===== config.mk =====
export PLATFORM = sky130hd
export DESIGN_NAME = rv_check_top
export DESIGN_NICKNAME = d
export VERILOG_FILES = /design/src/common/rv_check_pkg.sv /design/src/rtl/rv_decode.sv /design/src/rtl/rv_execute.sv /design/src/rtl/rv_result.sv /design/src/rtl/rv_check_top.sv
export SDC_FILE = /design/constraint.sdc
export NUM_CORES = 1
export LEC_CHECK = 0
export BUFFER_PORTS_ARGS = -buffer_cell sky130_fd_sc_hd__buf_2
export CAP_MARGIN = 10
export CORE_UTILIZATION = 35
export DETAILED_ROUTE_END_ITERATION = 8
export PLACE_DENSITY = 0.6
export SLEW_MARGIN = 20
export SYNTH_ARGS = -nofsm -noshare
export SYNTH_HDL_FRONTEND = slang
export SYNTH_HIERARCHICAL = 1
export SYNTH_SLANG_ARGS = --single-unit

===== constraint.sdc =====
create_clock -name clk -period 6.74 [get_ports clk]
set_clock_uncertainty 0.1 [all_clocks]
set_input_delay 1.348 -clock clk [delete_from_list [all_inputs] [get_ports clk]]
set_output_delay 1.348 -clock clk [all_outputs]
set_load 0.005 [all_outputs]

===== src/common/rv_check_pkg.sv =====
package rv_check_pkg;

    localparam int xlen       = 32;
    localparam int reg_addr_w = 5;

    typedef logic [xlen-1:0]       word_t;
    typedef logic [reg_addr_w-1:0] reg_addr_t;

    localparam word_t pc_step = 32'd4;    // every instruction is 4 bytes

    // RV32I major opcodes, inst[6:0]
    typedef enum logic [6:0] {
        opc_r      = 7'b0110011,
        opc_imm    = 7'b0010011,
        opc_load   = 7'b0000011,
        opc_jalr   = 7'b1100111,
        opc_store  = 7'b0100011,
        opc_branch = 7'b1100011,
        opc_jal    = 7'b1101111,
        opc_lui    = 7'b0110111,
        opc_auipc  = 7'b0010111,
        opc_fence  = 7'b0001111,
        opc_system = 7'b1110011     // ECALL, EBREAK
    } opcode_t;

    // operations that get a real result, everything else retires as cls_other
    typedef enum logic [2:0] {
        cls_other = 3'd0,
        cls_xori  = 3'd1,
        cls_lb    = 3'd2,
        cls_blt   = 3'd3,
        cls_jal   = 3'd4,
        cls_auipc = 3'd5
    } inst_class_t;

    // loads
    localparam logic [2:0] f3_lb  = 3'b000;
    localparam logic [2:0] f3_lh  = 3'b001;
    localparam logic [2:0] f3_lw  = 3'b010;
    localparam logic [2:0] f3_lbu = 3'b100;
    localparam logic [2:0] f3_lhu = 3'b101;

    // stores
    localparam logic [2:0] f3_sb = 3'b000;
    localparam logic [2:0] f3_sh = 3'b001;
    localparam logic [2:0] f3_sw = 3'b010;

    // branches, 010 and 011 are reserved
    localparam logic [2:0] f3_beq  = 3'b000;
    localparam logic [2:0] f3_bne  = 3'b001;
    localparam logic [2:0] f3_blt  = 3'b100;
    localparam logic [2:0] f3_bge  = 3'b101;
    localparam logic [2:0] f3_bltu = 3'b110;
    localparam logic [2:0] f3_bgeu = 3'b111;

    // immediate ALU
    localparam logic [2:0] f3_addi  = 3'b000;
    localparam logic [2:0] f3_slli  = 3'b001;
    localparam logic [2:0] f3_slti  = 3'b010;
    localparam logic [2:0] f3_sltiu = 3'b011;
    localparam logic [2:0] f3_xori  = 3'b100;
    localparam logic [2:0] f3_srli  = 3'b101;  // SRAI shares it, funct7 tells them apart
    localparam logic [2:0] f3_ori   = 3'b110;
    localparam logic [2:0] f3_andi  = 3'b111;

    // register ALU
    localparam logic [2:0] f3_add  = 3'b000;   // also SUB
    localparam logic [2:0] f3_sll  = 3'b001;
    localparam logic [2:0] f3_slt  = 3'b010;
    localparam logic [2:0] f3_sltu = 3'b011;
    localparam logic [2:0] f3_xor  = 3'b100;
    localparam logic [2:0] f3_srl  = 3'b101;   // also SRA
    localparam logic [2:0] f3_or   = 3'b110;
    localparam logic [2:0] f3_and  = 3'b111;

    localparam logic [2:0] f3_fence   = 3'b000;
    localparam logic [2:0] f3_fence_i = 3'b001;
    localparam logic [2:0] f3_jalr    = 3'b000;

    localparam logic [6:0] funct7_base = 7'b0000000;
    localparam logic [6:0] funct7_alt  = 7'b0100000;  // SUB, SRA, SRAI

endpackage


===== src/rtl/rv_decode.sv =====
`timescale 1ns/1ps

module rv_decode (
    input  logic                      clk,
    input  logic                      rst,
    input  logic                      inst_valid_i,
    input  rv_check_pkg::word_t       inst_i,
    input  rv_check_pkg::word_t       pc_i,
    input  rv_check_pkg::word_t       rs1_val_i,
    input  rv_check_pkg::word_t       rs2_val_i,
    output logic                      dec_valid_o,
    output logic                      dec_legal_o,
    output rv_check_pkg::inst_class_t dec_class_o,
    output rv_check_pkg::reg_addr_t   dec_rd_o,
    output rv_check_pkg::word_t       dec_imm_o,
    output rv_check_pkg::word_t       dec_pc_o,
    output rv_check_pkg::word_t       dec_rs1_val_o,
    output rv_check_pkg::word_t       dec_rs2_val_o
);

    rv_check_pkg::opcode_t     opcode;
    logic [2:0]                funct3;
    logic [6:0]                funct7;
    rv_check_pkg::word_t       imm_i;
    rv_check_pkg::word_t       imm_b;
    rv_check_pkg::word_t       imm_j;
    rv_check_pkg::word_t       imm_u;
    rv_check_pkg::word_t       imm;
    logic                      legal;
    rv_check_pkg::inst_class_t cls;

    assign opcode = rv_check_pkg::opcode_t'(inst_i[6:0]);
    assign funct3 = inst_i[14:12];
    assign funct7 = inst_i[31:25];

    assign imm_i = {{20{inst_i[31]}}, inst_i[31:20]};
    assign imm_b = {{20{inst_i[31]}}, inst_i[7], inst_i[30:25], inst_i[11:8], 1'b0};
    assign imm_j = {{12{inst_i[31]}}, inst_i[19:12], inst_i[20], inst_i[30:21], 1'b0};
    assign imm_u = {inst_i[31:12], 12'b0};

    always_comb begin
        case (opcode)
            rv_check_pkg::opc_branch: imm = imm_b;
            rv_check_pkg::opc_jal:    imm = imm_j;
            rv_check_pkg::opc_lui,
            rv_check_pkg::opc_auipc:  imm = imm_u;
            default:                  imm = imm_i;   // I format, also loads and JALR
        endcase
    end

    always_comb begin
        legal = 1'b0;
        case (opcode)
            rv_check_pkg::opc_lui,
            rv_check_pkg::opc_auipc: legal = 1'b1;
            rv_check_pkg::opc_jal:   legal = ~imm_j[1];  // target must stay word aligned
            rv_check_pkg::opc_jalr:  legal = (funct3 == rv_check_pkg::f3_jalr) &&
                                             (imm_i[1:0] == 2'b00);
            rv_check_pkg::opc_branch: begin
                case (funct3)
                    rv_check_pkg::f3_beq, rv_check_pkg::f3_bne,
                    rv_check_pkg::f3_blt, rv_check_pkg::f3_bge,
                    rv_check_pkg::f3_bltu, rv_check_pkg::f3_bgeu: legal = ~imm_b[1];
                    default: legal = 1'b0;
                endcase
            end
            rv_check_pkg::opc_load: begin
                case (funct3)
                    rv_check_pkg::f3_lb, rv_check_pkg::f3_lh, rv_check_pkg::f3_lw,
                    rv_check_pkg::f3_lbu, rv_check_pkg::f3_lhu: legal = 1'b1;
                    default: legal = 1'b0;
                endcase
            end
            rv_check_pkg::opc_store: begin
                case (funct3)
                    rv_check_pkg::f3_sb, rv_check_pkg::f3_sh,
                    rv_check_pkg::f3_sw: legal = 1'b1;
                    default: legal = 1'b0;
                endcase
            end
            rv_check_pkg::opc_imm: begin
                case (funct3)
                    rv_check_pkg::f3_slli: legal = (funct7 == rv_check_pkg::funct7_base);
                    rv_check_pkg::f3_srli: legal = (funct7 == rv_check_pkg::funct7_base) ||
                                                   (funct7 == rv_check_pkg::funct7_alt);
                    rv_check_pkg::f3_addi, rv_check_pkg::f3_slti, rv_check_pkg::f3_sltiu,
                    rv_check_pkg::f3_xori, rv_check_pkg::f3_ori,
                    rv_check_pkg::f3_andi: legal = 1'b1;     // funct7 bits are immediate
                    default: legal = 1'b0;
                endcase
            end
            rv_check_pkg::opc_r: begin
                case (funct3)
                    rv_check_pkg::f3_add,
                    rv_check_pkg::f3_srl: legal = (funct7 == rv_check_pkg::funct7_base) ||
                                                  (funct7 == rv_check_pkg::funct7_alt);
                    rv_check_pkg::f3_sll, rv_check_pkg::f3_slt, rv_check_pkg::f3_sltu,
                    rv_check_pkg::f3_xor, rv_check_pkg::f3_or,
                    rv_check_pkg::f3_and: legal = (funct7 == rv_check_pkg::funct7_base);
                    default: legal = 1'b0;
                endcase
            end
            rv_check_pkg::opc_fence: begin
                // rd and rs1 are zero for both forms
                if (funct3 == rv_check_pkg::f3_fence) begin
                    legal = (inst_i[31:28] == 4'b0) && (inst_i[19:15] == 5'b0) &&
                            (inst_i[11:7] == 5'b0);
                end else if (funct3 == rv_check_pkg::f3_fence_i) begin
                    legal = (inst_i[31:15] == 17'b0) && (inst_i[11:7] == 5'b0);
                end
            end
            // inst[20] picks ECALL or EBREAK
            rv_check_pkg::opc_system: legal = (inst_i[31:21] == 11'b0) &&
                                              (inst_i[19:7] == 13'b0);
            default: legal = 1'b0;
        endcase
    end

    always_comb begin
        cls = rv_check_pkg::cls_other;
        if (legal) begin
            case (opcode)
                rv_check_pkg::opc_imm: begin
                    if (funct3 == rv_check_pkg::f3_xori) cls = rv_check_pkg::cls_xori;
                end
                rv_check_pkg::opc_load: begin
                    if (funct3 == rv_check_pkg::f3_lb) cls = rv_check_pkg::cls_lb;
                end
                rv_check_pkg::opc_branch: begin
                    if (funct3 == rv_check_pkg::f3_blt) cls = rv_check_pkg::cls_blt;
                end
                rv_check_pkg::opc_jal:   cls = rv_check_pkg::cls_jal;
                rv_check_pkg::opc_auipc: cls = rv_check_pkg::cls_auipc;
                default:                 cls = rv_check_pkg::cls_other;
            endcase
        end
    end

    always_ff @(posedge clk) begin
        if (rst) begin
            dec_valid_o <= 1'b0;
        end else begin
            dec_valid_o <= inst_valid_i;
        end
    end

    always_ff @(posedge clk) begin
        if (inst_valid_i) begin
            dec_legal_o   <= legal;
            dec_class_o   <= cls;
            dec_rd_o      <= inst_i[11:7];
            dec_imm_o     <= imm;
            dec_pc_o      <= pc_i;
            dec_rs1_val_o <= rs1_val_i;
            dec_rs2_val_o <= rs2_val_i;
        end
    end

endmodule


===== src/rtl/rv_execute.sv =====
`timescale 1ns/1ps

module rv_execute (
    input  logic                      clk,
    input  logic                      rst,
    input  logic                      dec_valid_i,
    input  logic                      dec_legal_i,
    input  rv_check_pkg::inst_class_t dec_class_i,
    input  rv_check_pkg::reg_addr_t   dec_rd_i,
    input  rv_check_pkg::word_t       dec_imm_i,
    input  rv_check_pkg::word_t       dec_pc_i,
    input  rv_check_pkg::word_t       dec_rs1_val_i,
    input  rv_check_pkg::word_t       dec_rs2_val_i,
    output logic                      ex_valid_o,
    output logic                      ex_legal_o,
    output rv_check_pkg::inst_class_t ex_class_o,
    output rv_check_pkg::reg_addr_t   ex_rd_o,
    output rv_check_pkg::word_t       ex_data_o,
    output rv_check_pkg::word_t       ex_next_pc_o,
    output logic [1:0]                ex_byte_sel_o,
    output logic                      mem_req_o,
    output rv_check_pkg::word_t       mem_addr_o
);

    rv_check_pkg::word_t pc_plus_step;
    rv_check_pkg::word_t pc_plus_imm;
    rv_check_pkg::word_t lb_addr;
    rv_check_pkg::word_t data;
    rv_check_pkg::word_t next_pc;
    logic                blt_taken;

    assign pc_plus_step = dec_pc_i + rv_check_pkg::pc_step;
    assign pc_plus_imm  = dec_pc_i + dec_imm_i;    // branch, jump and AUIPC share it
    assign lb_addr      = dec_rs1_val_i + dec_imm_i;
    assign blt_taken    = $signed(dec_rs1_val_i) < $signed(dec_rs2_val_i);

    always_comb begin
        data    = '0;
        next_pc = pc_plus_step;
        case (dec_class_i)
            rv_check_pkg::cls_xori:  data = dec_rs1_val_i ^ dec_imm_i;
            rv_check_pkg::cls_auipc: data = pc_plus_imm;
            rv_check_pkg::cls_jal: begin
                data    = pc_plus_step;            // link address
                next_pc = pc_plus_imm;
            end
            rv_check_pkg::cls_blt: begin
                if (blt_taken) next_pc = pc_plus_imm;
            end
            default: data = '0;   // LB data comes from memory in the next stage
        endcase
    end

    always_ff @(posedge clk) begin
        if (rst) begin
            ex_valid_o <= 1'b0;
            mem_req_o  <= 1'b0;
        end else begin
            ex_valid_o <= dec_valid_i;
            mem_req_o  <= dec_valid_i && (dec_class_i == rv_check_pkg::cls_lb);
        end
    end

    always_ff @(posedge clk) begin
        if (dec_valid_i) begin
            ex_legal_o    <= dec_legal_i;
            ex_class_o    <= dec_class_i;
            ex_rd_o       <= dec_rd_i;
            ex_data_o     <= data;
            ex_next_pc_o  <= next_pc;
            ex_byte_sel_o <= lb_addr[1:0];
            mem_addr_o    <= lb_addr;
        end
    end

endmodule


===== src/rtl/rv_result.sv =====
`timescale 1ns/1ps

module rv_result (
    input  logic                      clk,
    input  logic                      rst,
    input  logic                      ex_valid_i,
    input  logic                      ex_legal_i,
    input  rv_check_pkg::inst_class_t ex_class_i,
    input  rv_check_pkg::reg_addr_t   ex_rd_i,
    input  rv_check_pkg::word_t       ex_data_i,
    input  rv_check_pkg::word_t       ex_next_pc_i,
    input  logic [1:0]                ex_byte_sel_i,
    input  rv_check_pkg::word_t       mem_rdata_i,
    output logic                      res_valid_o,
    output logic                      res_legal_o,
    output logic                      res_we_o,
    output rv_check_pkg::reg_addr_t   res_rd_o,
    output rv_check_pkg::word_t       res_data_o,
    output rv_check_pkg::word_t       res_next_pc_o
);

    logic [7:0]          load_byte;
    rv_check_pkg::word_t wr_data;
    logic                writes_rd;
    logic                we;

    always_comb begin
        case (ex_byte_sel_i)
            2'd0:    load_byte = mem_rdata_i[7:0];
            2'd1:    load_byte = mem_rdata_i[15:8];
            2'd2:    load_byte = mem_rdata_i[23:16];
            default: load_byte = mem_rdata_i[31:24];
        endcase
    end

    always_comb begin
        case (ex_class_i)
            rv_check_pkg::cls_xori, rv_check_pkg::cls_lb,
            rv_check_pkg::cls_jal, rv_check_pkg::cls_auipc: writes_rd = 1'b1;
            default: writes_rd = 1'b0;    // BLT and the rest
        endcase
    end

    assign wr_data = (ex_class_i == rv_check_pkg::cls_lb) ? {{24{load_byte[7]}}, load_byte}
                                                          : ex_data_i;
    assign we = ex_valid_i && ex_legal_i && writes_rd && (ex_rd_i != '0);  // x0 never written

    always_ff @(posedge clk) begin
        if (rst) begin
            res_valid_o <= 1'b0;
            res_we_o    <= 1'b0;
        end else begin
            res_valid_o <= ex_valid_i;
            res_we_o    <= we;
        end
    end

    always_ff @(posedge clk) begin
        res_data_o <= we ? wr_data : '0;
        if (ex_valid_i) begin
            res_legal_o   <= ex_legal_i;
            res_rd_o      <= ex_rd_i;
            res_next_pc_o <= ex_next_pc_i;
        end
    end

endmodule


===== src/rtl/rv_check_top.sv =====
`timescale 1ns/1ps

module rv_check_top (
    input  logic                    clk,
    input  logic                    rst,
    input  logic                    inst_valid_i,
    input  rv_check_pkg::word_t     inst_i,
    input  rv_check_pkg::word_t     pc_i,
    input  rv_check_pkg::word_t     rs1_val_i,
    input  rv_check_pkg::word_t     rs2_val_i,
    input  rv_check_pkg::word_t     mem_rdata_i,
    output logic                    mem_req_o,
    output rv_check_pkg::word_t     mem_addr_o,
    output logic                    res_valid_o,
    output logic                    res_legal_o,
    output logic                    res_we_o,
    output rv_check_pkg::reg_addr_t res_rd_o,
    output rv_check_pkg::word_t     res_data_o,
    output rv_check_pkg::word_t     res_next_pc_o
);

    // decode to execute
    logic                      dec_valid;
    logic                      dec_legal;
    rv_check_pkg::inst_class_t dec_class;
    rv_check_pkg::reg_addr_t   dec_rd;
    rv_check_pkg::word_t       dec_imm;
    rv_check_pkg::word_t       dec_pc;
    rv_check_pkg::word_t       dec_rs1_val;
    rv_check_pkg::word_t       dec_rs2_val;

    // execute to result
    logic                      ex_valid;
    logic                      ex_legal;
    rv_check_pkg::inst_class_t ex_class;
    rv_check_pkg::reg_addr_t   ex_rd;
    rv_check_pkg::word_t       ex_data;
    rv_check_pkg::word_t       ex_next_pc;
    logic [1:0]                ex_byte_sel;

    rv_decode u_decode (
        .clk           (clk),
        .rst           (rst),
        .inst_valid_i  (inst_valid_i),
        .inst_i        (inst_i),
        .pc_i          (pc_i),
        .rs1_val_i     (rs1_val_i),
        .rs2_val_i     (rs2_val_i),
        .dec_valid_o   (dec_valid),
        .dec_legal_o   (dec_legal),
        .dec_class_o   (dec_class),
        .dec_rd_o      (dec_rd),
        .dec_imm_o     (dec_imm),
        .dec_pc_o      (dec_pc),
        .dec_rs1_val_o (dec_rs1_val),
        .dec_rs2_val_o (dec_rs2_val)
    );

    rv_execute u_execute (
        .clk           (clk),
        .rst           (rst),
        .dec_valid_i   (dec_valid),
        .dec_legal_i   (dec_legal),
        .dec_class_i   (dec_class),
        .dec_rd_i      (dec_rd),
        .dec_imm_i     (dec_imm),
        .dec_pc_i      (dec_pc),
        .dec_rs1_val_i (dec_rs1_val),
        .dec_rs2_val_i (dec_rs2_val),
        .ex_valid_o    (ex_valid),
        .ex_legal_o    (ex_legal),
        .ex_class_o    (ex_class),
        .ex_rd_o       (ex_rd),
        .ex_data_o     (ex_data),
        .ex_next_pc_o  (ex_next_pc),
        .ex_byte_sel_o (ex_byte_sel),
        .mem_req_o     (mem_req_o),
        .mem_addr_o    (mem_addr_o)
    );

    // read word arrives while mem_req_o is high, result stage samples it
    rv_result u_result (
        .clk           (clk),
        .rst           (rst),
        .ex_valid_i    (ex_valid),
        .ex_legal_i    (ex_legal),
        .ex_class_i    (ex_class),
        .ex_rd_i       (ex_rd),
        .ex_data_i     (ex_data),
        .ex_next_pc_i  (ex_next_pc),
        .ex_byte_sel_i (ex_byte_sel),
        .mem_rdata_i   (mem_rdata_i),
        .res_valid_o   (res_valid_o),
        .res_legal_o   (res_legal_o),
        .res_we_o      (res_we_o),
        .res_rd_o      (res_rd_o),
        .res_data_o    (res_data_o),
        .res_next_pc_o (res_next_pc_o)
    );

endmodule


Word level (Yosys, flattened, before mapping)
Index checks and enable logic that the tools add are counted.
{"block": "totals", "inputBits": 163, "output_inout_bits": 105, "wordCells": 108, "reg_bits": 319}
{"block": "classes", "bitwise_logic": 3, "eq_ne": 30, "muxes": 19, "order_cmp": 1, "reduce_logical": 29, "add_sub_neg": 3}
{"cell": "32-bit case mux with 3 select lines", "count": 1}
{"cell": "31-bit case mux with 3 select lines", "count": 1}
{"cell": "32-bit adder", "count": 2}
{"cell": "32-bit 2-to-1 mux", "count": 2}
{"cell": "32-bit case mux with 2 select lines", "count": 1}
{"cell": "32-bit by 3-bit adder with 32-bit output, second input constant", "count": 1}
{"cell": "32-bit < comparator", "count": 1}
{"cell": "32-bit XOR", "count": 1}
{"cell": "7-bit by 6-bit == test with 1-bit output, second input constant", "count": 4}
{"cell": "7-bit == test, second input constant", "count": 4}
{"cell": "3-bit == test, second input constant", "count": 8}
{"cell": "8-bit case mux with 3 select lines", "count": 1}
{"cell": "6-bit OR reduction", "count": 3}
{"cell": "17-bit logical NOT", "count": 1}
{"cell": "3-bit by 2-bit == test with 1-bit output, second input constant", "count": 5}
{"cell": "3-bit case mux with 5 select lines", "count": 1}
{"cell": "7-bit by 5-bit == test with 1-bit output, second input constant", "count": 2}
{"cell": "13-bit logical NOT", "count": 1}
{"cell": "11-bit logical NOT", "count": 1}
{"cell": "5-bit logical NOT", "count": 2}
{"cell": "1-bit case mux with 10 select lines", "count": 1}
{"cell": "3-bit by 1-bit == test with 1-bit output, second input constant", "count": 3}
{"cell": "1-bit logical AND", "count": 9}
{"cell": "7-bit by 2-bit == test with 1-bit output, second input constant", "count": 1}
{"cell": "other kinds (18)", "count": 28}

Depth between registers and ports, before layout
Gate-level depths: netlist of run 1.
{"block": "depth", "depth_word": 5, "ltp_mapped": 11, "depth_no_buf": 11}

By module
Netlist of run 1, hierarchy kept.
{"mod": "rv_execute", "n_inst": 1, "area_per_inst_um2": 9130.0, "cells_per_inst": 948, "seq_area_each_um2": 3193.1}
{"mod": "rv_decode", "n_inst": 1, "area_per_inst_um2": 4887.2, "cells_per_inst": 250, "seq_area_each_um2": 4134.0}
{"mod": "rv_result", "n_inst": 1, "area_per_inst_um2": 2661.3, "cells_per_inst": 167, "seq_area_each_um2": 1821.7}

Least setup slack after synthesis of run 1
No wires, ideal clock.
{"block": "synth_timing", "path_kind": "register to register", "from": "reg u_decode.dec_valid_o", "to": "reg u_execute.mem_req_o", "path_stages_with_launch": 3, "setup_ns": 0.062, "n_path_buf": 0, "t_arrival_ns": 3.070, "synth_period_minus_slack_ns": 3.232, "setup_slack_ns": 3.508, "required_time_ns": 6.578, "cell_sequence": "dfxtp_1 -> nor2b_1 -> and4_1"}
{"block": "synth_between", "elab_chain_cells": 1}
{"item": "from (decl)", "line_no": "rv_decode.sv:11", "source": "output logic dec_valid_o,"}
{"item": "from (signal assigned)", "line_no": "rv_decode.sv:143", "source": "dec_valid_o <= inst_valid_i;"}
{"item": "1-bit logical AND", "line_no": "rv_execute.sv:60", "source": "mem_req_o <= dec_valid_i && (dec_class_i == rv_check_pkg::cls_lb);"}
{"item": "to (signal assigned)", "line_no": "rv_execute.sv:60"}
{"item": "to (decl)", "line_no": "rv_execute.sv:21", "source": "output logic mem_req_o,"}
No other way between the ends.
A chain may end at the register's enable or synchronous reset.

Final worst setup path of run 1
{"block": "layout_timing", "from": "reg u_decode.dec_class_o[0]", "to": "reg u_execute.ex_next_pc_o[24], data pin"}
{"block": "layout_between", "elab_chain_cells": 2, "elab_cells_between_ends": 3, "cone_classes": "2 x eq/ne; 1 x mux"}
{"item": "from (decl)", "line_no": "rv_decode.sv:13", "source": "output rv_check_pkg::inst_class_t dec_class_o,"}
{"item": "from (signal assigned)", "line_no": "rv_decode.sv:150", "source": "dec_class_o <= cls;"}
{"item": "3-bit by 2-bit == test with 1-bit output / 3-bit == test (equally long branches)", "line_no": "rv_execute.sv:40", "source": "case (dec_class_i)"}
{"item": "32-bit case mux with 2 select lines (*)", "line_no": "rv_execute.sv:40"}
{"item": "net u_execute.next_pc[24]", "line_no": "rv_execute.sv:29", "source": "rv_check_pkg::word_t next_pc;"}
{"item": "to (signal assigned)", "line_no": "rv_execute.sv:70", "source": "ex_next_pc_o <= next_pc;"}
{"item": "to (decl)", "line_no": "rv_execute.sv:19", "source": "output rv_check_pkg::word_t ex_next_pc_o,"}
The timed path passes the listed nets; every way through them passes the cells marked *.

==> metrics.txt, run 1 <==
# TYPE chip_impl_metric gauge
chip_impl_metric{name="layout-drive-gt1-share",unit=""} 0.240
chip_impl_metric{name="pwr_density_cell",unit="nW/um^2"} 277
chip_impl_metric{name="htree_levels",unit=""} 2
chip_impl_info{name="worst_path_dominant_cell_family",value="buffers and inverters"} 1
chip_impl_info{name="timing.critical_path.cells",value="buf_4 > clkinv_1 > nor2_2 > buf_4 > nand3_1 > a21oi_1 > a311oi_4 > buf_4 > mux2_1"} 1
chip_impl_info{name="synth_top_family_by_area",value="compound AO/OA/AOI/OAI gates"} 1
chip_impl_metric{name="post_synth_xor_area_fraction",unit=""} 0.0415
chip_impl_metric{name="io_buffer_count",unit=""} 267
chip_impl_info{name="r2r_start",value="u_decode/dec_class_o[0]"} 1
chip_impl_metric{name="synth_seq_area_share",unit=""} 0.549
chip_impl_metric{name="wl_met2",unit="mm"} 21.4
chip_impl_metric{name="drt_first_iter_violations",unit=""} 1015
chip_impl_metric{name="postSynthNetCount",unit=""} 1624
chip_impl_info{name="critPathKind",value="flop to flop"} 1
chip_impl_metric{name="worst_ep_required_time",unit="ps"} 6910
chip_impl_metric{name="initial_utilization",unit=""} 0.357
chip_impl_metric{name="grt_pass1_wl",unit="mm"} 71.4
chip_impl_metric{name="maxCapViolations",unit=""} 0
chip_impl_metric{name="final.setup.worst_slack",unit="ps"} 3110
chip_impl_metric{name="finalNetCount",unit=""} 1889
chip_impl_metric{name="post-dp-hpwl",unit="mm"} 37.7
chip_impl_metric{name="globalRouteTotalUtil",unit=""} 0.198
chip_impl_info{name="critPathSlowestCell",value="clkinv_1"} 1
chip_impl_metric{name="fin_setup_tns",unit="ps"} 0
chip_impl_metric{name="final-max-slew-violation-count",unit=""} 0
chip_impl_metric{name="die_y",unit="um"} 220
chip_impl_info{name="critPathMostFrequentCell",value="buf_4"} 1
chip_impl_metric{name="via_count_of_the_first_global_routing_pass",unit=""} 11770
chip_impl_metric{name="timing.slew.headroom",unit=""} 0.317
chip_impl_metric{name="core",unit="sq um"} 46800
chip_impl_metric{name="max_freq",unit="MHz"} 275
chip_impl_metric{name="dr_total_vias",unit=""} 12067
chip_impl_metric{name="cp_data_arrival_time",unit="ps"} 3810
chip_impl_info{name="setup.worst_path.start_class",value="flop"} 1
chip_impl_metric{name="worst_ir_drop_vdd",unit="uV"} 191
chip_impl_metric{name="syn-cell-area",unit="sq um"} 16700
chip_impl_metric{name="layout.filler_cells",unit=""} 4430
chip_impl_metric{name="overflow",unit=""} 0
chip_impl_metric{name="detail_route.vias_per_cell",unit=""} 5.33
chip_impl_metric{name="synth-async-reset-ratio",unit=""} 0
chip_impl_metric{name="report.final.hold_viol_count",unit=""} 0
chip_impl_metric{name="worst_hold_path.num_cells",unit=""} 0
chip_impl_metric{name="n_antenna_cell",unit=""} 0
chip_impl_info{name="setup.worst_path.start",value="u_decode/dec_class_o[0]"} 1
chip_impl_metric{name="dp_slack",unit="ps"} 3110
chip_impl_info{name="topRoutingLayerUsed",value="met4"} 1
chip_impl_metric{name="share_of_the_cycle_needed_by_the_critical_path_after_routing",unit=""} 0.539
chip_impl_metric{name="multiplexer_area_fraction_after_synthesis",unit=""} 0.0398
chip_impl_metric{name="crit_buf_inv",unit=""} 4
chip_impl_info{name="cts-root-buf",value="clkbuf_16"} 1
chip_impl_metric{name="synth-seq-cells",unit=""} 317
chip_impl_metric{name="synthesis.instances",unit=""} 1365
chip_impl_metric{name="cpPeakStageDelay",unit="ps"} 520
chip_impl_metric{name="clkTransAtPathRegs",unit="ps"} 60
chip_impl_metric{name="setup_viol_count_final",unit=""} 0
chip_impl_metric{name="synthSimpleGateAreaFrac",unit=""} 0.112
chip_impl_metric{name="instances_no_fill",unit=""} 2266
chip_impl_metric{name="grt_start_max_net_pins",unit=""} 79
chip_impl_metric{name="yosysWarningCount",unit=""} 6
chip_impl_info{name="rsz0062_at_grt",value="no"} 1
chip_impl_metric{name="drtPass1Iterations",unit=""} 7
chip_impl_metric{name="synth_area_per_cell",unit="sq um"} 12.2
chip_impl_metric{name="ant_nets",unit=""} 0
chip_impl_metric{name="cts_hold_repair.buffers",unit=""} 0
chip_impl_metric{name="timing_worst_slew_pin_value",unit="ps"} 1030
chip_impl_metric{name="detail_route.drc_violations",unit=""} 16
chip_impl_metric{name="adder_cell_area_share_of_the_yosys_netlist",unit=""} 0.0729
chip_impl_metric{name="detailroute.wirelength.met3",unit="mm"} 3.27
chip_impl_metric{name="regToRegSetupSlack",unit="ps"} 3110
chip_impl_metric{name="ctsLongestPathBuffers",unit=""} 3
chip_impl_metric{name="yosys.cell_types.count",unit=""} 93
chip_impl_metric{name="io_pins",unit=""} 268
chip_impl_metric{name="critPathMaxFanout",unit=""} 31
chip_impl_metric{name="synth-edff-count",unit=""} 280
chip_impl_info{name="end_kind",value="flop"} 1
chip_impl_metric{name="antenna_found_initial",unit=""} 0
chip_impl_metric{name="dp_cells",unit=""} 2198
chip_impl_metric{name="postCtsResizedCells",unit=""} 0
chip_impl_info{name="tritoncts",value="yes"} 1
chip_impl_metric{name="finalCriticalPeriod",unit="ps"} 3630
chip_impl_info{name="violations",value="DRC"} 1
chip_impl_metric{name="postCtsSetupBuffers",unit=""} 0
chip_impl_metric{name="syn2layout_area_growth",unit="%"} 18.9
chip_impl_metric{name="die-width",unit="um"} 220
chip_impl_metric{name="worst_skew_pair.late_latency",unit="ps"} 560
chip_impl_metric{name="cts-buffers-inserted",unit=""} 37
chip_impl_metric{name="wl_per_instance",unit="um"} 21.4
chip_impl_metric{name="power.leakage",unit="nW"} 8.03
chip_impl_info{name="run_status",value="finished, violations left"} 1
chip_impl_metric{name="cts.sink_count",unit=""} 317
chip_impl_metric{name="hold_slack",unit="ps"} 314
chip_impl_metric{name="m1WireLength",unit="mm"} 22.6
chip_impl_info{name="holdCritPathClass",value="flop to flop"} 1
chip_impl_info{name="r2r_end",value="u_execute/ex_next_pc_o[24]"} 1
chip_impl_metric{name="logic_depth_of_the_worst_register_to_register_path",unit=""} 9
chip_impl_metric{name="gpl_congestion",unit=""} 0.901
chip_impl_metric{name="fraction_of_the_mapped_netlist_area_in_compound_gates",unit=""} 0.156
chip_impl_metric{name="detail_route.wirelength",unit="mm"} 48.5
chip_impl_metric{name="floorplan.die_area",unit="sq um"} 48500
chip_impl_metric{name="rows",unit=""} 79
chip_impl_info{name="synth_flop_cell",value="edfxtp_1"} 1
chip_impl_info{name="critical_path.endpoint",value="u_execute/ex_next_pc_o[24]"} 1
chip_impl_metric{name="crit_cells",unit=""} 9
## flip-flops by register name (all words and copies together) (netlist names), 3 cells and up
| register | flops |
|---|---|
| u_decode/dec_pc_o | 32 |
| u_execute/ex_rd_o | 5 |
| u_result/res_data_o | 32 |
| u_execute/mem_addr_o | 31 |
| u_execute/ex_data_o | 32 |
| u_decode/dec_imm_o | 32 |
| u_decode/dec_rd_o | 5 |
| u_execute/ex_class_o | 3 |
| u_decode/dec_rs1_val_o | 32 |
| u_decode/dec_rs2_val_o | 32 |
| u_result/res_rd_o | 5 |
| u_result/res_next_pc_o | 32 |
| u_execute/ex_next_pc_o | 32 |
| u_decode/dec_class_o | 3 |
## routing by layer
layer  up-vias  track usage
li1       5738            -
met1      5834        0.286
met2       427        0.302
met3        68       0.0342
met4         0       0.0609
met5         -            0
## worst min path at each step
stage                                           from                         end  slack (ps)
after global routing      u_execute/ex_next_pc_o[25]  u_result/res_next_pc_o[25]         320
after detailed placement  u_execute/ex_next_pc_o[13]  u_result/res_next_pc_o[13]         300
after floorplan                 u_decode/dec_legal_o        u_execute/ex_legal_o         300
after CTS                 u_execute/ex_next_pc_o[25]  u_result/res_next_pc_o[25]         320
after global placement    u_execute/ex_next_pc_o[19]  u_result/res_next_pc_o[19]         300
final                     u_execute/ex_next_pc_o[25]  u_result/res_next_pc_o[25]         310
## cell usage after synthesis (14+ instances only)
master	n	area share
nor2_1	74	0.017
and2_1	18	0.0068
clkbuf_1	31	0.0070
nor3_1	30	0.0090
mux2i_1	36	0.022
nand4_1	14	0.0053
dfxtp_1	37	0.044
ha_1	94	0.071
xor2_1	41	0.022
a211oi_2	21	0.016
a21oi_1	75	0.023
edfxtp_1	280	0.50
nand2b_1	16	0.0060
a21o_1	53	0.024
nand2_1	102	0.023
xnor2_1	38	0.020
nor2b_1	21	0.0079
o21ai_0	34	0.010
inv_1	54	0.012
nand3_1	35	0.011
## layout make-up
class / instances / area (sq um) / area share
inverters: 56 / 210 / 0.0106
multi-input cells: 941 / 7070 / 0.356
clock inverters: 22 / 225 / 0.0114
repair buffers: 277 / 1420 / 0.0715
flip-flops and latches: 317 / 9150 / 0.461
well taps: 607 / 759 / 0.0383
clock buffers: 46 / 1000 / 0.0505
## cells by family after synthesis
logic type      after synthesis
mux                          55
flops                       317
compound gates              341
fa+ha+maj                    96
buf+inv                     107
simple gates                370
xor+xnor                     79
## metrics by stage
stage           util  power [mW]  area [sq um]
2_1_floorplan      -        3.12         16700
3_3_place_gp   0.398        3.50         18600
3_5_place_dp   0.398        3.51         18600
4_1_cts        0.424        5.54         19800
5_1_grt        0.424        5.74         19800
6_report       0.424        5.50         19800
## where the power goes
group          switching, mW  internal [mW]  leakage, nW  total [mW]
combinational          0.642          0.420         4.50        1.06
sequential             0.103           2.33         2.95        2.43
clock                  0.796           1.21        0.582        2.01
total                   1.54           3.96         8.03        5.50
## placed cells by master, fill, tap and decap left out, types with 7 or more instances in the layout
master,n
a211o_1,11
a211oi_1,12
a211oi_2,21
a21o_1,53
a21oi_1,75
a22oi_1,11
a31oi_1,12
and2_1,18
and3_1,13
buf_2,266
buf_4,10
clkbuf_1,7
clkbuf_16,39
clkinv_1,9
dfxtp_1,35
edfxtp_1,280
ha_1,94
inv_1,54
mux2_1,7
mux2i_1,36
mux4_2,8
nand2_1,102
nand2b_1,16
nand3_1,35
nand4_1,14
nor2_1,73
nor2b_1,21
nor3_1,30
o2111ai_1,7
o211ai_1,8
o21a_1,13
o21ai_0,34
o21bai_1,9
or2_2,8
or3_1,7
xnor2_1,38
xor2_1,41
Power figures use the tool's default switching activity.
==> run 2, diff against run 1 <==
==> constraint.sdc (replaced) <==
create_clock -name clk -period 3.7 [get_ports clk]
set_clock_uncertainty 0.1 [all_clocks]
set_input_delay 0.74 -clock clk [delete_from_list [all_inputs] [get_ports clk]]
set_output_delay 0.74 -clock clk [all_outputs]
set_load 0.005 [all_outputs]
==> run 2 against run 1 <==
The run still ends with DRC left. Core utilization is 0.12 points higher. Global-route usage is 0.25 points higher. Count of clock-buffer cells in the layout is 1 lower. Worst setup slack worse by 2800 ps. Critical path depth is 2 higher. First-iteration DRC count is 12% lower. Clock power is 77% higher. Die area stayed put. Hold slack worse by 48 ps. Total power is 80% higher. Critical endpoint is now u_execute/mem_addr_o[30]. Highest routed layer unchanged.
==> metrics.txt, run 2 (synthesis gave the netlist of run 1 again) <==
# TYPE chip_impl_metric gauge
chip_impl_metric{name="share_of_the_cycle_needed_by_the_critical_path_after_routing",unit=""} 0.920
chip_impl_metric{name="cts-buffers-inserted",unit=""} 36
chip_impl_metric{name="setup_viol_count_final",unit=""} 0
chip_impl_metric{name="gpl_congestion",unit=""} 0.929
chip_impl_metric{name="finalCriticalPeriod",unit="ps"} 3400
chip_impl_info{name="final_common_cell",value="edfxtp_1"} 1
chip_impl_metric{name="critPathMaxFanout",unit=""} 4
chip_impl_metric{name="postCtsSetupBuffers",unit=""} 0
chip_impl_metric{name="htree_levels",unit=""} 2
chip_impl_metric{name="io_pins",unit=""} 268
chip_impl_info{name="violations",value="DRC"} 1
chip_impl_info{name="holdCritPathClass",value="primary input to flop"} 1
chip_impl_metric{name="cpPeakStageDelay",unit="ps"} 480
chip_impl_metric{name="grt_start_max_net_pins",unit=""} 72
chip_impl_metric{name="drtPass1Iterations",unit=""} 8
chip_impl_info{name="end_kind",value="flop"} 1
chip_impl_info{name="worst_path_dominant_cell_family",value="compound AO/OA/AOI/OAI gates"} 1
chip_impl_metric{name="power.leakage",unit="nW"} 8.09
chip_impl_metric{name="crit_buf_inv",unit=""} 1
chip_impl_metric{name="worst_skew_pair.late_latency",unit="ps"} 550
chip_impl_metric{name="layout.area.seq",unit="sq um"} 9150
chip_impl_metric{name="finalCoreUtilization",unit=""} 0.425
chip_impl_metric{name="n_antenna_cell",unit=""} 0
chip_impl_metric{name="p_clk_frac",unit=""} 0.357
chip_impl_metric{name="clkTransAtPathRegs",unit="ps"} 60
chip_impl_metric{name="initial_utilization",unit=""} 0.357
chip_impl_metric{name="detail_route.wirelength",unit="mm"} 49.0
chip_impl_metric{name="power.internal",unit="mW"} 7.15
chip_impl_info{name="timing.critical_path.cells",value="ha_1 > inv_1 > fa_1 > nor2b_1 > o31ai_2 > a211oi_1 > o31ai_1 > a21oi_1 > o31ai_4 > a2111oi_0 > a311o_1"} 1
chip_impl_metric{name="antenna_found_initial",unit=""} 0
chip_impl_metric{name="detail_route.drc_violations",unit=""} 16
chip_impl_info{name="run_status",value="finished, violations left"} 1
chip_impl_info{name="critPathKind",value="flop to flop"} 1
chip_impl_metric{name="drt_first_iter_violations",unit=""} 889
chip_impl_metric{name="dr_total_vias",unit=""} 12096
chip_impl_metric{name="grt_pass1_wl",unit="mm"} 71.8
chip_impl_metric{name="io_buffer_count",unit=""} 267
chip_impl_metric{name="cts.sink_count",unit=""} 317
chip_impl_info{name="rsz0062_at_grt",value="no"} 1
chip_impl_info{name="mostFrequentLayoutCells",value="edfxtp_1 (280), buf_2 (266), nand2_1 (102)"} 1
chip_impl_metric{name="layout-drive-gt1-share",unit=""} 0.245
chip_impl_metric{name="worst_ir_drop_vdd",unit="uV"} 324
chip_impl_metric{name="seq_power_share",unit=""} 0.447
chip_impl_info{name="setup.worst_path.start_class",value="flop"} 1
chip_impl_metric{name="timing_worst_slew_pin_value",unit="ps"} 980
chip_impl_metric{name="via_count_of_the_first_global_routing_pass",unit=""} 11658
chip_impl_info{name="critPathSlowestCell",value="a211oi_1"} 1
chip_impl_metric{name="globalRouteTotalUtil",unit=""} 0.201
chip_impl_metric{name="cp_data_arrival_time",unit="ps"} 3710
chip_impl_metric{name="timing.slew.headroom",unit=""} 0.345
chip_impl_metric{name="pwr_density_cell",unit="nW/um^2"} 499
chip_impl_metric{name="die_y",unit="um"} 220
chip_impl_metric{name="maxCapViolations",unit=""} 0
chip_impl_metric{name="die-width",unit="um"} 220
chip_impl_metric{name="syn2layout_area_growth",unit="%"} 19.3
chip_impl_metric{name="total_area_of_multi_input_combinational_cells",unit="sq um"} 7070
chip_impl_metric{name="report.final.hold_viol_count",unit=""} 0
chip_impl_metric{name="max_freq",unit="MHz"} 294
chip_impl_info{name="tritoncts",value="yes"} 1
chip_impl_metric{name="ant_nets",unit=""} 0
chip_impl_metric{name="floorplan.die_area",unit="sq um"} 48500
chip_impl_metric{name="switching_share",unit=""} 0.280
chip_impl_metric{name="detail_route.vias_per_cell",unit=""} 5.32
chip_impl_metric{name="fin_setup_tns",unit="ps"} 0
chip_impl_metric{name="worst_ep_required_time",unit="ps"} 4010
chip_impl_metric{name="ctsLongestPathBuffers",unit=""} 3
chip_impl_metric{name="power.combinational.fraction",unit=""} 0.196
chip_impl_metric{name="layout.filler_cells",unit=""} 4431
chip_impl_metric{name="finalNetCount",unit=""} 1901
chip_impl_info{name="cts-root-buf",value="clkbuf_16"} 1
chip_impl_metric{name="p_switching",unit="mW"} 2.78
chip_impl_metric{name="rows",unit=""} 79
chip_impl_metric{name="core",unit="sq um"} 46800
chip_impl_metric{name="wl_per_instance",unit="um"} 21.5
chip_impl_metric{name="overflow",unit=""} 0
chip_impl_metric{name="final-max-slew-violation-count",unit=""} 0
chip_impl_metric{name="post-dp-hpwl",unit="mm"} 38.6
-- run 2: worst reg2reg max path, delay by kind of cell (launching register included) --
family / cells / cell delay, ps
AOI/OAI and AO/OA: 7 / 1900
adders and majority gates: 2 / 600
DFF: 1 / 370
and+or+nand+nor: 1 / 220
buffers and inverters: 1 / 70
-- run 2: layout make-up --
type	count	share of cell area
Inverter	56	0.0106
Sequential cell	317	0.460
Timing Repair Buffer	290	0.0774
Clock inverter	17	0.00988
Multi-Input combinational cell	941	0.355
Tap cell	607	0.0382
Clock buffer	45	0.0486
-- run 2: repair_timing --
| item | 4_1_cts | 5_1_grt |
|---|---|---|
| hold buffers | 0 | 0 |
| gates resized for setup | 0 | 1 |
| endpoints found under the setup margin | 0 | 1 |
| hold endpoints to repair | 0 | 0 |
-- run 2: routing by layer --
layer / routed length, um / vias up / global-route usage
met5: 0 / - / 0
met2: 21100 / 467 / 0.301
met3: 3470 / 78 / 0.0322
met4: 1500 / 0 / 0.0699
met1: 22900 / 5786 / 0.292
li1: - / 5765 / -
-- run 2: path summary, 6_finish.rpt --
check / start / to / slack, ps / cells past startpoint
max reg2reg: u_decode/dec_imm_o[0] / u_execute/mem_addr_o[30] / 300 / 11
max: u_decode/dec_imm_o[0] / u_execute/mem_addr_o[30] / 300 / 11
min: pc_i[1] / u_decode/dec_pc_o[1] / 270 / 1
min reg2reg: u_execute/ex_next_pc_o[30] / u_result/res_next_pc_o[30] / 320 / 0
-- run 2: through the flow --
step	setup slack, ps	instances	hold slack (ps)	total power, mW	instance area, sq um
floorplan	468	1365	300	5.68	16700
global placement	310	2211	304	6.41	18700
detailed placement	278	2211	305	6.42	18700
CTS	249	2273	236	10.0	19900
global route	153	2273	248	10.3	19900
finish	296	2273	266	9.93	19900
-- run 2: power groups by stage --
stage | Clock (mW) | Combinational [mW] | Sequential (mW)
2_1_floorplan | 0 | 1.26 | 4.43
3_3_place_gp | 0 | 1.91 | 4.51
3_5_place_dp | 0 | 1.91 | 4.51
4_1_cts | 3.64 | 1.93 | 4.44
5_1_grt | 3.76 | 2.12 | 4.46
6_report | 3.55 | 1.95 | 4.43
